`src/include/mem_stage_config.svh`:
```
`ifndef MEM_STAGE_CONFIG_SVH
`define MEM_STAGE_CONFIG_SVH

//////////////////////////////////////////////////////////////////////
// Data memory geometry
//////////////////////////////////////////////////////////////////////

// Width of one memory word and of the load and store data paths.
`define MEM_DATA_W 32

// Byte lanes per word, one write enable bit each.
`define MEM_LANES 4

// Word address bits of the data RAM.
// The byte address carries two more bits for the lane offset.
`define MEM_ADDR_W 8

`endif
```
`src/design/mem_stage_pkg.sv`:
```
`default_nettype none

`include "mem_stage_config.svh"

package mem_stage_pkg;

    //////////////////////////////////////////////////////////////////
    // Vector types
    //////////////////////////////////////////////////////////////////

    typedef logic [`MEM_DATA_W-1:0] word_t;
    typedef logic [`MEM_LANES-1:0]  lane_en_t;
    typedef logic [`MEM_ADDR_W+1:0] byte_addr_t;
    typedef logic [`MEM_ADDR_W-1:0] word_addr_t;
    typedef logic [1:0]             lane_off_t;

    // Memory operation codes.
    typedef enum logic [3:0] {
        MEM_NONE = 4'h0,
        MEM_SB   = 4'h1,
        MEM_SH   = 4'h2,
        MEM_SW   = 4'h3,
        MEM_LB   = 4'h4,
        MEM_LBU  = 4'h5,
        MEM_LH   = 4'h6,
        MEM_LHU  = 4'h7,
        MEM_LW   = 4'h8
    } mem_op_t;

    function automatic logic is_store(mem_op_t op);
        return op inside {MEM_SB, MEM_SH, MEM_SW};
    endfunction

    function automatic logic is_load(mem_op_t op);
        return op inside {MEM_LB, MEM_LBU, MEM_LH, MEM_LHU, MEM_LW};
    endfunction

endpackage

`default_nettype wire

```
`src/design/store_lane_align.sv`:
```
`default_nettype none

`include "mem_stage_config.svh"

module store_lane_align import mem_stage_pkg::*; (
    input  wire mem_op_t   op,
    input  wire lane_off_t lane_off,
    input  wire word_t     wdata,
    output word_t          lane_data,
    output lane_en_t       lane_en,
    output logic           misaligned,
    input  wire            valid
);

    logic half_op;
    logic word_op;

    //////////////////////////////////////////////////////////////////
    // Lane placement
    //////////////////////////////////////////////////////////////////

    always_comb begin
        lane_data = '0;
        lane_en   = '0;
        unique case (op)
            MEM_SB: begin
                case (lane_off)
                    2'b00: begin
                        lane_data[7:0] = wdata[7:0];
                        lane_en        = 4'b0001;
                    end
                    2'b01: begin
                        lane_data[15:8] = wdata[7:0];
                        lane_en         = 4'b0010;
                    end
                    2'b10: begin
                        lane_data[23:16] = wdata[7:0];
                        lane_en          = 4'b0100;
                    end
                    default: begin
                        lane_data[31:24] = wdata[7:0];
                        lane_en          = 4'b1000;
                    end
                endcase
            end
            MEM_SH: begin
                // Offset bit 0 does not move the half.
                if (lane_off[1]) begin
                    lane_data[31:16] = wdata[15:0];
                    lane_en          = 4'b1100;
                end else begin
                    lane_data[15:0] = wdata[15:0];
                    lane_en         = 4'b0011;
                end
            end
            MEM_SW: begin
                lane_data = wdata;
                lane_en   = '1;
            end
            default: begin
                lane_data = '0;
                lane_en   = '0;
            end
        endcase
    end

    //////////////////////////////////////////////////////////////////
    // Alignment check
    //////////////////////////////////////////////////////////////////

    assign half_op = op inside {MEM_SH, MEM_LH, MEM_LHU};
    assign word_op = op inside {MEM_SW, MEM_LW};

    // Reported only. The access itself still goes ahead.
    assign misaligned = valid && ((half_op && lane_off[0]) ||
                                  (word_op && (lane_off != 2'b00)));

    // Loads and idle cycles must never touch the RAM.
    always_comb begin
        if (!is_store(op)) begin
            a_no_write_on_load : assert final (lane_en == '0)
                else $error("lane enable set for non-store op %s", op.name());
        end
    end

endmodule

`default_nettype wire

```
`config.mk`:
```
export PLATFORM = sky130hd
export DESIGN_NAME = store_lane_align
export DESIGN_NICKNAME = d
export VERILOG_FILES = /design/src/design/mem_stage_pkg.sv /design/src/design/store_lane_align.sv
export VERILOG_INCLUDE_DIRS = /design/src /design/src/include
export SDC_FILE = /design/constraint.sdc
export NUM_CORES = 1
export LEC_CHECK = 0
export BUFFER_PORTS_ARGS = -buffer_cell sky130_fd_sc_hd__clkbuf_2
export CAP_MARGIN = 20
export CORE_UTILIZATION = 35
export DETAILED_ROUTE_END_ITERATION = 10
export PLACE_DENSITY = 0.85
export SLEW_MARGIN = 15
export SYNTH_ARGS = -nofsm -noshare
export SYNTH_HDL_FRONTEND = slang
export SYNTH_SLANG_ARGS = --single-unit
```
`constraint.sdc`:
```
create_clock -name vclk -period 2.95
set_clock_uncertainty 0.05 [all_clocks]
set_input_delay 0.7375 -clock vclk [all_inputs]
set_output_delay 0.7375 -clock vclk [all_outputs]
set_load 0.05 [all_outputs]
```
==> summary.md <==
| Metric | Value |
|---|---|
| Core ar. | ~1600 sq um |
| Power per cell area | ~150 nW/um^2 |
| Critical Path Start Type | input port |
| CP Data Arrival Time | 2110 ps |
| Synth cell types | 29 |
| Outcome | finished, violations left |
| Global-route wire length before repair | roughly 4.0 mm |
| Layout cells sized above 1 | 0.659 |
| Synth-to-layout area growth | 102% |
| Antenna violations before repair | 0 |
| Filler instances | around 120 |
| Final period util | 0.983 |
| P_int | between 0.06 and 0.07 mW |
| Total track usage | 0.262 |
| Post-Syn Nets | 126 |
| Final net count | ~210 |
| Core Util, Final | 0.792 |
| Post-Syn Area | roughly 620 sq um |
| Number of clock buffers in the layout | 0 |
| Drt wl/cell | about 15 um |
| Cell area after layout | ~1200 sq um |
| Area post-placement | around 1200 sq um |
| Residual DRC count | 6 |
| Reg area | 0 sq um |
| Detail Route Antenna Nets | 0 |
| Met2 WL | 1.50 mm |
| Mean post-synth cell area | slightly above 7 sq um |
| Max cap viols | 0 |
| Final Hold Vio Count | 0 |
| Met1 WL | 986 um |
| Pwr Total | approximately 0.18 mW |
| Seq pwr share | 0 |
| Worst Setup Slack, final | roughly 50 ps |
| Final setup fails | 0 |
| Die Y | 44.1 um |
| Iteration count of the initial detailed-routing pass | 7 |
| Fin. max-slew vios | 0 |
| Vias in the first global route | roughly 960 |
| Highest metal used | met4 |
| Worst-margin pin slew | between 500 and 600 ps |
| Die X-Extent | 44.1 um |
| Switching Fraction | 0.624 |
| IO Pins | 76 |
| CP required | between 2000 and 2500 ps |
| Initial drt markers | 33 |
| Detail Placement HPWL | roughly 2.2 mm |
| Pre-CTS WS | -37.3 ps |
| YS warnings | 0 |
| Commonest cells after routing, fill and taps aside | 52 x clkbuf_2, 20 x buf_4, 16 x a22o_2 |
| Minimum clock period | just under 3000 ps |
| GP Congestion | about 0.88 |
| Most common cell after layout, fill and taps aside | clkbuf_2 |
| Net switching power | ~0.11 mW |
| Hold_sp | wdata[22] |
| Largest net degree at the start of global routing | 12 |
| Vias per inst | between 5 and 6 |
| Critical Path End Type | output pin |
| Critical path class | input port to output pin |
| GR Overflow Total | 0 |
| Lkg Pwr | approximately 0.65 nW |
| Port buffer count | between 70 and 80 |
| VDD IR max | 0.115 mV |
| # rows | 14 |
| CP max FO | 9 |
| Violated checks | DRC |
| HP Class | input port to output pin |
| Routed met3 length | between 200 and 250 um |
| Final TNS setup | 0 ps |
| Slew margin rel. | 0.632 |
| Critical path origin | op[1] |
| Number of sequential cells | 0 |
| Cells after synthesis | 87 |
| Comb pwr share | 1.000 |
| Die area | 1940 sq um |
| Number of antenna repair diodes | 0 |
| Clock power frac | 0 |
| Final WL | around 2.8 mm |
| Starting Density | 0.393 |
| Maximum clock frequency | about 340 MHz |
| Seq/Total Area, Yosys | 0 |
| Vias | ~1000 |
[stage by stage]
stage / hold WS [ps] / instances
floorplan: 1570 / 87
global placement: 1810 / 186
detailed placement: 1810 / 186
CTS: 1810 / 186
global route: 1810 / 186
finish: 1800 / 186
[cell families after synthesis]
group                  count (synthesis)  synth area share
and+or+nand+nor                       33             0.341
buffers and inverters                 11            0.0889
AOI/OAI and AO/OA                     43             0.570
[area by class of cell]
class	count	area, sq um	share of cell area
multi-input combinational	76	591	0.473
inverter	4	15.0	0.0120
tap	16	20.0	0.0160
timing repair buffer	90	623	0.499
[power by group through the flow]
stage	clock network (mW)	logic (mW)	registers, mW
floorplan	0	0.106	0
global placement	0	0.169	0
detailed placement	0	0.173	0
CTS	0	0.176	0
global route	0	0.191	0
finish	0	0.182	0
[synthesized netlist by cell type, drive strengths merged]
cell type / number / area (sq um)
or3: 1 / 6.26
nor3b: 1 / 18.8
a221oi: 1 / 8.76
a22o: 16 / 140
and4bb: 1 / 12.5
a21oi: 9 / 45.0
nand2: 11 / 41.3
or4b: 1 / 13.8
a221o: 8 / 80.1
nand2b: 2 / 12.5
clkbuf: 4 / 16.3
o21ai: 4 / 20.0
buf: 3 / 23.8
nor2b: 2 / 12.5
inv: 4 / 15.0
o2111ai: 1 / 8.76
a2111oi: 1 / 27.5
nor2: 2 / 10.0
nor4: 1 / 12.5
a211oi: 1 / 7.51
and2: 10 / 62.6
a21boi: 2 / 15.0
or3b: 1 / 8.76
[critical path, cell delays in order]
cell	delay, ps
clkbuf_2	110
or4b_4	560
nor2_2	120
buf_4	170
a221o_1	170
clkbuf_4	250
[routing by layer]
metal	global-route usage	vias up
met3	0.00816	6
met4	0.0606	0
met2	0.497	64
met1	0.323	465
li1	-	513
met5	0	-
[path summary, 6_finish.rpt]
kind	end	cells past startpoint	slack, ps
setup / recovery	lane_data[30]	6	50
hold / removal	lane_data[22]	3	1800
[repair_timing]
| action | 4_1_cts | 5_1_grt |
|---|---|---|
| pin swaps | 0 | 1 |
| resized for setup | 14 | 33 |
| setup buffers | 0 | 0 |
| endpoints found under the setup margin | 14 | 22 |
| hold buffers | 0 | 0 |
No activity file was read; power rests on OpenSTA's default activity.
