$ cat src/include/mem_stage_config.svh
`ifndef MEM_STAGE_CONFIG_SVH
`define MEM_STAGE_CONFIG_SVH

//////////////////////////////////////////////////////////////////////
// Data memory geometry
//////////////////////////////////////////////////////////////////////

// Width of one memory word and of the load and store data paths.
`define MEM_DATA_W 32

// Byte lanes per word, one write enable bit each.
`define MEM_LANES 4

// Word address bits of the data RAM.
// The byte address carries two more bits for the lane offset.
`define MEM_ADDR_W 8

`endif
$ cat src/design/mem_stage_pkg.sv
`default_nettype none

`include "mem_stage_config.svh"

package mem_stage_pkg;

    //////////////////////////////////////////////////////////////////
    // Vector types
    //////////////////////////////////////////////////////////////////

    typedef logic [`MEM_DATA_W-1:0] word_t;
    typedef logic [`MEM_LANES-1:0]  lane_en_t;
    typedef logic [`MEM_ADDR_W+1:0] byte_addr_t;
    typedef logic [`MEM_ADDR_W-1:0] word_addr_t;
    typedef logic [1:0]             lane_off_t;

    // Memory operation codes.
    typedef enum logic [3:0] {
        MEM_NONE = 4'h0,
        MEM_SB   = 4'h1,
        MEM_SH   = 4'h2,
        MEM_SW   = 4'h3,
        MEM_LB   = 4'h4,
        MEM_LBU  = 4'h5,
        MEM_LH   = 4'h6,
        MEM_LHU  = 4'h7,
        MEM_LW   = 4'h8
    } mem_op_t;

    function automatic logic is_store(mem_op_t op);
        return op inside {MEM_SB, MEM_SH, MEM_SW};
    endfunction

    function automatic logic is_load(mem_op_t op);
        return op inside {MEM_LB, MEM_LBU, MEM_LH, MEM_LHU, MEM_LW};
    endfunction

endpackage

`default_nettype wire

$ cat src/design/load_lane_extract.sv
`default_nettype none

`include "mem_stage_config.svh"

module load_lane_extract import mem_stage_pkg::*; (
    input  wire            clk,
    input  wire            rst_n,
    input  wire            valid,
    input  wire mem_op_t   op,
    input  wire lane_off_t lane_off,
    input  wire word_t     rd_word,
    output word_t          rdata,
    output logic           rdata_valid
);

    localparam int BYTE_W = 8;
    localparam int HALF_W = 16;

    logic              pending;
    mem_op_t           op_q;
    lane_off_t         off_q;
    logic [BYTE_W-1:0] sel_byte;
    logic [HALF_W-1:0] sel_half;

    //////////////////////////////////////////////////////////////////
    // Request capture, in step with the RAM read
    //////////////////////////////////////////////////////////////////

    always_ff @(posedge clk) begin
        if (!rst_n) begin
            pending <= 1'b0;
        end else begin
            pending <= valid && is_load(op);
        end
    end

    always_ff @(posedge clk) begin
        if (valid) begin
            op_q  <= op;
            off_q <= lane_off;
        end
    end

    assign rdata_valid = pending;

    //////////////////////////////////////////////////////////////////
    // Lane select and extension
    //////////////////////////////////////////////////////////////////

    always_comb begin
        case (off_q)
            2'b00:   sel_byte = rd_word[7:0];
            2'b01:   sel_byte = rd_word[15:8];
            2'b10:   sel_byte = rd_word[23:16];
            default: sel_byte = rd_word[31:24];
        endcase
    end

    // Same halfword rule as the store side.
    assign sel_half = off_q[1] ? rd_word[31:16] : rd_word[15:0];

    always_comb begin
        case (op_q)
            MEM_LB: begin
                rdata = {{(`MEM_DATA_W-BYTE_W){sel_byte[BYTE_W-1]}}, sel_byte};
            end
            MEM_LBU: begin
                rdata = {{(`MEM_DATA_W-BYTE_W){1'b0}}, sel_byte};
            end
            MEM_LH: begin
                rdata = {{(`MEM_DATA_W-HALF_W){sel_half[HALF_W-1]}}, sel_half};
            end
            MEM_LHU: begin
                rdata = {{(`MEM_DATA_W-HALF_W){1'b0}}, sel_half};
            end
            MEM_LW: begin
                rdata = rd_word;
            end
            default: begin
                rdata = '0;
            end
        endcase
    end

    // A store or an idle cycle never produces a load result.
    a_no_spurious_valid : assert property (
        @(posedge clk) disable iff (!rst_n)
        !(valid && is_load(op)) |=> !rdata_valid
    ) else $error("rdata_valid raised without a load");

endmodule

`default_nettype wire

$ cat config.mk
export PLATFORM = sky130hd
export DESIGN_NAME = load_lane_extract
export DESIGN_NICKNAME = d
export VERILOG_FILES = /design/src/design/mem_stage_pkg.sv /design/src/design/load_lane_extract.sv
export VERILOG_INCLUDE_DIRS = /design/src /design/src/include
export SDC_FILE = /design/constraint.sdc
export NUM_CORES = 1
export LEC_CHECK = 0
export ABC_AREA = 0
export BUFFER_PORTS_ARGS = -buffer_cell sky130_fd_sc_hd__clkbuf_2
export CAP_MARGIN = 20
export CORE_ASPECT_RATIO = 0.8
export CORE_MARGIN = 2
export CORE_UTILIZATION = 40
export CTS_CLUSTER_DIAMETER = 40
export CTS_CLUSTER_SIZE = 25
export DETAILED_ROUTE_END_ITERATION = 6
export HOLD_SLACK_MARGIN = 0.15
export MAX_ROUTING_LAYER = met4
export PLACE_DENSITY = 0.81
export SLEW_MARGIN = 20
export SYNTH_ARGS = -nofsm -noshare
export SYNTH_HDL_FRONTEND = slang
export SYNTH_SLANG_ARGS = --single-unit
$ cat constraint.sdc
create_clock -name clk -period 2.5 [get_ports clk]
set_clock_uncertainty 0.1 [all_clocks]
set_input_delay 0.25 -clock clk [delete_from_list [all_inputs] [get_ports clk]]
set_output_delay 0.25 -clock clk [all_outputs]
set_load 0.05 [all_outputs]
==> flow_metrics.py, run 1 <==
metrics = {
    "sta": {
        "hold_viol": 0,
        "finalCriticalPeriod_ps": 2386,
        "clock.fmax_mhz": 419.1,
        "fin_crit_sh_pct": 95.43,
        "slew_violations": 0,
        "tightest_slew_ps": 592.3,
        "fin_setup_tns_ps": 0,
        "setup_viol": 0,
        "relSlewSlack_pct": 60.48,
        "rsz0062_at_grt": "no",
    },
    "grt": {
        "use_met1_pct": 28.29,
        "grt_pass1_wl_mm": 4.912,
        "met3_usage_pct": 1.351,
        "antenna_found_initial": 0,
        "busiest_layer": "met2",
        "use_met2_pct": 45.17,
        "grt_usage_pct": 24.36,
        "grt_pass1_vias": 1103,
        "grt_overflow_total": 0,
        "grt_max_degree": 18,
    },
    "run": {
        "drv_cap": 0,
    },
    "critical_path": {
        "critPathLaunchType": "flip-flop",
        "cp_top_family": "multiplexers",
        "cp_max_fo": 9,
        "cp_num_buf_inv": 2,
        "crit_path_top_delay_cell": "mux4_1",
        "worst-setup-path-type": "flip-flop to output port",
        "cp.arrival_ps": 2040,
        "cp-end-kind": "output port",
        "required_ps": 2150,
        "slowest_delay_ps": 540,
        "path_cells": "buf_4 > mux4_1 > and2_1 > a221o_1 > clkbuf_2",
    },
    "status": {
        "status": "finished, final reports clean",
    },
    "synth": {
        "yosys.cell_count.top_type": "nand2_1",
        "synth-edff-count": 6,
        "ys_seq_area_share_pct": 21.05,
        "synth.area.top_cells": "edfxtp_1 (19%), a221o_1 (13%), a21oi_1 (8.9%)",
        "synth_xor_xnor_area_share_pct": 0,
        "synth_compound_area_share_pct": 31.45,
        "yosys.area.top_type_share_pct": 18.95,
        "synthSimpleGateAreaFrac_pct": 21.71,
        "synth_top_cell_by_area": "edfxtp_1",
        "synth_top_flop_cell": "edfxtp_1",
        "avgSynthCellArea_sq_um": 8.645,
        "async_reset_ff_share_pct": 0,
        "syn-cell-area_sq_um": 950.9,
        "synth.area.mux_share_pct": 16.58,
        "synth_nets": 151,
        "synth-seq-cells": 7,
        "synth_cells": 110,
        "synth_top_family_by_area": "compound AO/OA/AOI/OAI gates",
        "synth_adder_area_share_pct": 0,
        "synth_cell_types": 29,
        "yosys_warnings": 0,
        "synth.top_cells.by_count": "nand2_1 (21), a21oi_1 (17), a221o_1 (12)",
    },
    "cells_and_area": {
        "areaGrowthSynthToFinish_pct": 54.74,
        "nets": 235,
        "diodes": 0,
        "fin_cells": 218,
        "ff_latch_area_sq_um": 200.2,
        "layout-drive-gt1-share_pct": 49.74,
        "fill_cells": 186,
        "multi_input_area_sq_um": 669.4,
    },
    "clocking": {
        "cts_root_buf": "clkbuf_4",
        "htreeDepth": 1,
        "cts_tree": "built",
        "clk_transition_reported_paths_ps": 50,
        "clockBufferDepth": 2,
        "cts.sinks": 7,
        "numCtsBuffers": 3,
    },
    "place": {
        "dpl.hpwl_mm": 2.509,
        "port_buffers": 73,
        "dp.cells": 206,
        "gp_congestion": 0.9128,
    },
    "floorplan": {
        "row_count": 15,
        "top_level_ports": 74,
        "initial_core_util_pct": 43.30,
        "coreArea_sq_mm": 0.002196,
        "die_x_microns": 58.51,
        "die_height_microns": 47.61,
        "die_area_sq_mm": 0.002786,
    },
    "route": {
        "finalWirelength_mm": 3.289,
        "drt_iter0_drc": 81,
        "drt_first_pass_iters": 4,
        "routedWlPerCell_microns": 15.09,
        "vias_per_cell": 5.794,
        "drc": 0,
        "vias": 1263,
        "antenna_left": 0,
    },
    "power": {
        "power_switching_share_pct": 48.44,
        "p_comb_share_pct": 60.8,
        "vdd_drop_max_uv": 357.1,
        "intPower_w": 0.0003274,
        "power_frac_seq_pct": 23.2,
        "p_per_area_mw_per_mm2": 431.6,
        "total_switching_power_w": 0.0003077,
        "p_leak_nw": 0.7141,
        "p_clk_share_pct": 15.9,
    },
    "worst_hold_path": {
        "hp-class": "input port to flip-flop",
    },
}
[state kept, by name, indices dropped and copies added (netlist names)]
register,count
op_q,4
rdata_valid,1
off_q,2
[final cells by class]
class                           count  share of cell area (%)
Clock buffer                        4                   1.786
Inverter                            7                   1.786
Multi-Input combinational cell     86                   45.49
Sequential cell                     7                   13.61
Tap cell                           25                   2.126
Timing Repair Buffer               89                   35.20
[path summary, 6_finish.rpt]
| kind | startpoint | slack [ps] | depth (start not counted) | end |
|---|---|---|---|---|
| worst max-delay path | off_q[1]$_DFFE_PP_ | 110 | 5 | rdata[4] |
| worst min-delay path | valid | 230 | 1 | op_q[3]$_DFFE_PP_ |
[metrics by stage]
| stage | worst slack [ps] | utilization (%) | hold slack (ps) | instance area [sq um] | power, W |
|---|---|---|---|---|---|
| 2_1_floorplan | 97.34 | - | 248.9 | 950.9 | 0.0004118 |
| 3_3_place_gp | 435.3 | 61.99 | 328.9 | 1361 | 0.0005142 |
| 3_5_place_dp | 351.2 | 61.99 | 329.7 | 1361 | 0.0005212 |
| 4_1_cts | 74.78 | 66.38 | 211.1 | 1458 | 0.0006324 |
| 5_1_grt | 10.91 | 67.01 | 222.7 | 1471 | 0.0006699 |
| 6_report | 114.2 | 67.01 | 227.6 | 1471 | 0.0006351 |
[cell usage in the layout, fill, tap and decap left out]
master / synthesis / layout
nor3b_1: 2 / 2
a22oi_1: 1 / 1
dlygate4sd3_1: 0 / 7
nand2_1: 21 / 21
inv_1: 7 / 7
a221o_1: 12 / 12
mux4_1: 3 / 3
nand2b_1: 1 / 1
mux4_2: 1 / 1
clkbuf_2: 0 / 72
dfxtp_1: 1 / 1
nor2b_1: 1 / 1
and2_2: 1 / 1
and2_1: 3 / 3
edfxtp_1: 6 / 6
buf_4: 0 / 9
and3_4: 1 / 1
buf_12: 0 / 1
mux2_2: 5 / 5
nor3b_2: 1 / 1
nor4b_1: 2 / 2
and4b_1: 1 / 1
clkbuf_1: 6 / 1
clkbuf_4: 0 / 3
a32oi_1: 4 / 4
a22oi_2: 1 / 1
o211ai_1: 4 / 4
a21oi_1: 17 / 17
nor4bb_2: 0 / 1
and3b_1: 1 / 1
nor2_1: 1 / 1
a22o_1: 1 / 1
[metal layers]
layer  part of all wire [%]  vias up
li1                       -      606
met1                     38      598
met2                     54       56
met3                    6.8        3
met4                   0.91        0
met5                      0        -
[kinds of logic after synthesis]
| group | after synthesis |
|---|---|
| buffers and inverters | 17 |
| and+or+nand+nor | 37 |
| AOI/OAI and AO/OA | 40 |
| DFF | 7 |
| muxes | 9 |
[power groups by stage]
stage	sequential [W]	combinational [W]	clock, W
final	0.000148	0.000386	0.000101
after detailed placement	0.000150	0.000372	0
after global routing	0.000149	0.000407	0.000113
after CTS	0.000147	0.000381	0.000104
after floorplan	0.000148	0.000264	0
after global placement	0.000148	0.000366	0
[timing repair]
| item | in CTS | in global routing |
|---|---|---|
| hold buffers | 7 | 0 |
| buffers inserted | 0 | 1 |
| endpoints found under the setup margin | 0 | 15 |
| hold endpoints to repair | 7 | 0 |
| resized for setup | 0 | 1 |
Power figures use the tool's default switching activity.
==> run 2, diff against run 1 <==
CELL_PAD_IN_SITES_DETAIL_PLACEMENT = 1   (was default)
CELL_PAD_IN_SITES_GLOBAL_PLACEMENT = 1   (was default)
CORE_UTILIZATION = 26   (was 40)
PLACE_DENSITY = default   (was 0.81)
PLACE_DENSITY_LB_ADDON = 0.1   (was default)
==> run 2 against run 1 <==
  * Count of clock-buffer cells in the layout did not move
  * Routed wire length is 22% higher
  * Sequential power hardly changed
  * Worst setup slack gained 20 ps
  * Hold slack better by 29 ps
  * Sequential cell count stayed put
  * Via count up 1.1%
  * Global-route usage is 3.5 points lower
  * Critical path depth stayed put
  * Non-clock buffer count is 1 higher
  * Fmax up 0.83%
  * Critical path type unchanged
  * Largest power group unchanged
==> flow_metrics.py, run 2 (synthesized netlist as in run 1, its figures left out) <==
metrics = {
    "sta": {
        "whs_ps": 256.2,
        "rsz0062_at_grt": "no",
        "hold_viol": 0,
        "tightest_slew_ps": 643.2,
        "relSlewSlack_pct": 57.09,
        "fin_crit_sh_pct": 94.65,
        "clock.fmax_mhz": 422.6,
        "setup_slack_ps": 133.8,
        "setup_viol": 0,
        "slew_violations": 0,
        "finalCriticalPeriod_ps": 2366,
        "fin_setup_tns_ps": 0,
    },
    "route": {
        "finalWirelength_mm": 4.021,
        "vias_per_cell": 5.411,
        "drt_iter0_drc": 65,
        "routedWlPerCell_microns": 17.04,
        "drt_first_pass_iters": 4,
        "drc": 0,
        "antenna_left": 0,
        "vias": 1277,
    },
    "critical_path": {
        "critPathLaunchType": "flip-flop",
        "worst-setup-path-type": "flip-flop to output port",
        "crit_path_top_delay_cell": "edfxtp_1",
        "cp-end-kind": "output port",
        "cp.arrival_ps": 2020,
        "slowest_delay_ps": 470,
        "startpoint": "op_q[1]$_DFFE_PP_",
        "path_cells": "nor3b_1 > buf_4 > and3_4 > a221o_1 > clkbuf_2",
        "cp_max_fo": 8,
        "required_ps": 2150,
    },
    "power": {
        "vdd_drop_max_uv": 282.9,
        "p_leak_nw": 0.7391,
        "total_power_w": 0.0007151,
        "p_per_area_mw_per_mm2": 458.7,
    },
    "grt": {
        "grt_max_degree": 18,
        "grt_pass1_wl_mm": 6.658,
        "antenna_found_initial": 0,
        "grt_usage_pct": 20.88,
        "grt_pass1_vias": 1372,
        "grt_overflow_total": 0,
    },
    "place": {
        "gp_congestion": 0.8646,
        "dp_slack_ps": 272.2,
        "dpl.hpwl_mm": 3.123,
        "port_buffers": 73,
    },
    "worst_hold_path": {
        "worstHoldStart": "valid",
        "min_path_cells": 3,
        "hp-class": "input port to flip-flop",
        "hold_end": "rdata_valid$_SDFF_PN0_",
    },
    "clocking": {
        "cts.sinks": 7,
        "htreeDepth": 1,
        "numCtsBuffers": 3,
        "clockBufferDepth": 2,
        "cts_tree": "built",
        "clk_transition_reported_paths_ps": 40,
        "cts_root_buf": "clkbuf_8",
    },
    "cells_and_area": {
        "areaGrowthSynthToFinish_pct": 63.95,
        "fill_cells": 453,
        "layout-drive-gt1-share_pct": 50.00,
        "layout_commonest_cell": "clkbuf_2",
        "diodes": 0,
        "regMostFlops": "op_q",
        "largest_reg_flops": 4,
        "final_cell_mix": "clkbuf_2 (69), nand2_1 (21), a21oi_1 (17)",
        "nets": 236,
    },
    "floorplan": {
        "top_level_ports": 74,
        "die_x_microns": 71.62,
        "die_height_microns": 58.09,
        "coreArea_sq_mm": 0.003471,
        "row_count": 19,
        "initial_core_util_pct": 27.40,
        "die_area_sq_mm": 0.004160,
    },
    "run": {
        "drv_cap": 0,
    },
    "status": {
        "status": "finished, final reports clean",
    },
}
[run 2: worst max path at each step]
stage / to / slack, ps / depth (start not counted)
after global routing: rdata[15] / 20 / 5
after detailed placement: rdata[21] / 270 / 5
after CTS: rdata[21] / 30 / 5
final: rdata[15] / 130 / 5
after floorplan: rdata[17] / 100 / 4
after global placement: rdata[19] / 360 / 5
[run 2: metal layers]
layer / global-route usage [%] / share of wire (%)
met5: - / 0
met3: 3.478 / 5.7
met4: 4.582 / 1.2
met1: 26.96 / 45
met2: 34.52 / 48
[run 2: power breakdown]
part           internal (W)  switching [W]  total, W
Clock              0.000110      0.0000496  0.000160
Sequential         0.000137      0.0000102  0.000148
Combinational      0.000144       0.000264  0.000408
[run 2: what timing repair did]
action,in CTS,in global routing
hold endpoints to repair,7,0
buffers inserted,0,1
resized for setup,0,1
hold buffers,7,0
endpoints found under the setup margin,0,22
[run 2: worst max-delay path: cells and delay by family (launching register included)]
family          cells  cell delay [ps]
flops               1              470
buf+inv             2              500
compound gates      1              140
simple gates        2              670
[run 2: through the flow]
stage	instance area, sq um	cells	utilization, %
final	1559	236	44.92
after global routing	1559	236	44.92
after CTS	1550	235	44.66
after detailed placement	1435	224	41.35
after global placement	1435	224	41.35
after floorplan	950.9	110	-
[run 2: final cells by class]
cell class | instances | area [sq um] | share of cell area, %
clock buffers | 4 | 45.04 | 2.889
inverters | 7 | 26.28 | 1.685
multi-input cells | 86 | 664.4 | 42.62
flip-flops and latches | 7 | 200.2 | 12.84
well taps | 42 | 52.55 | 3.371
repair buffers | 90 | 570.5 | 36.60
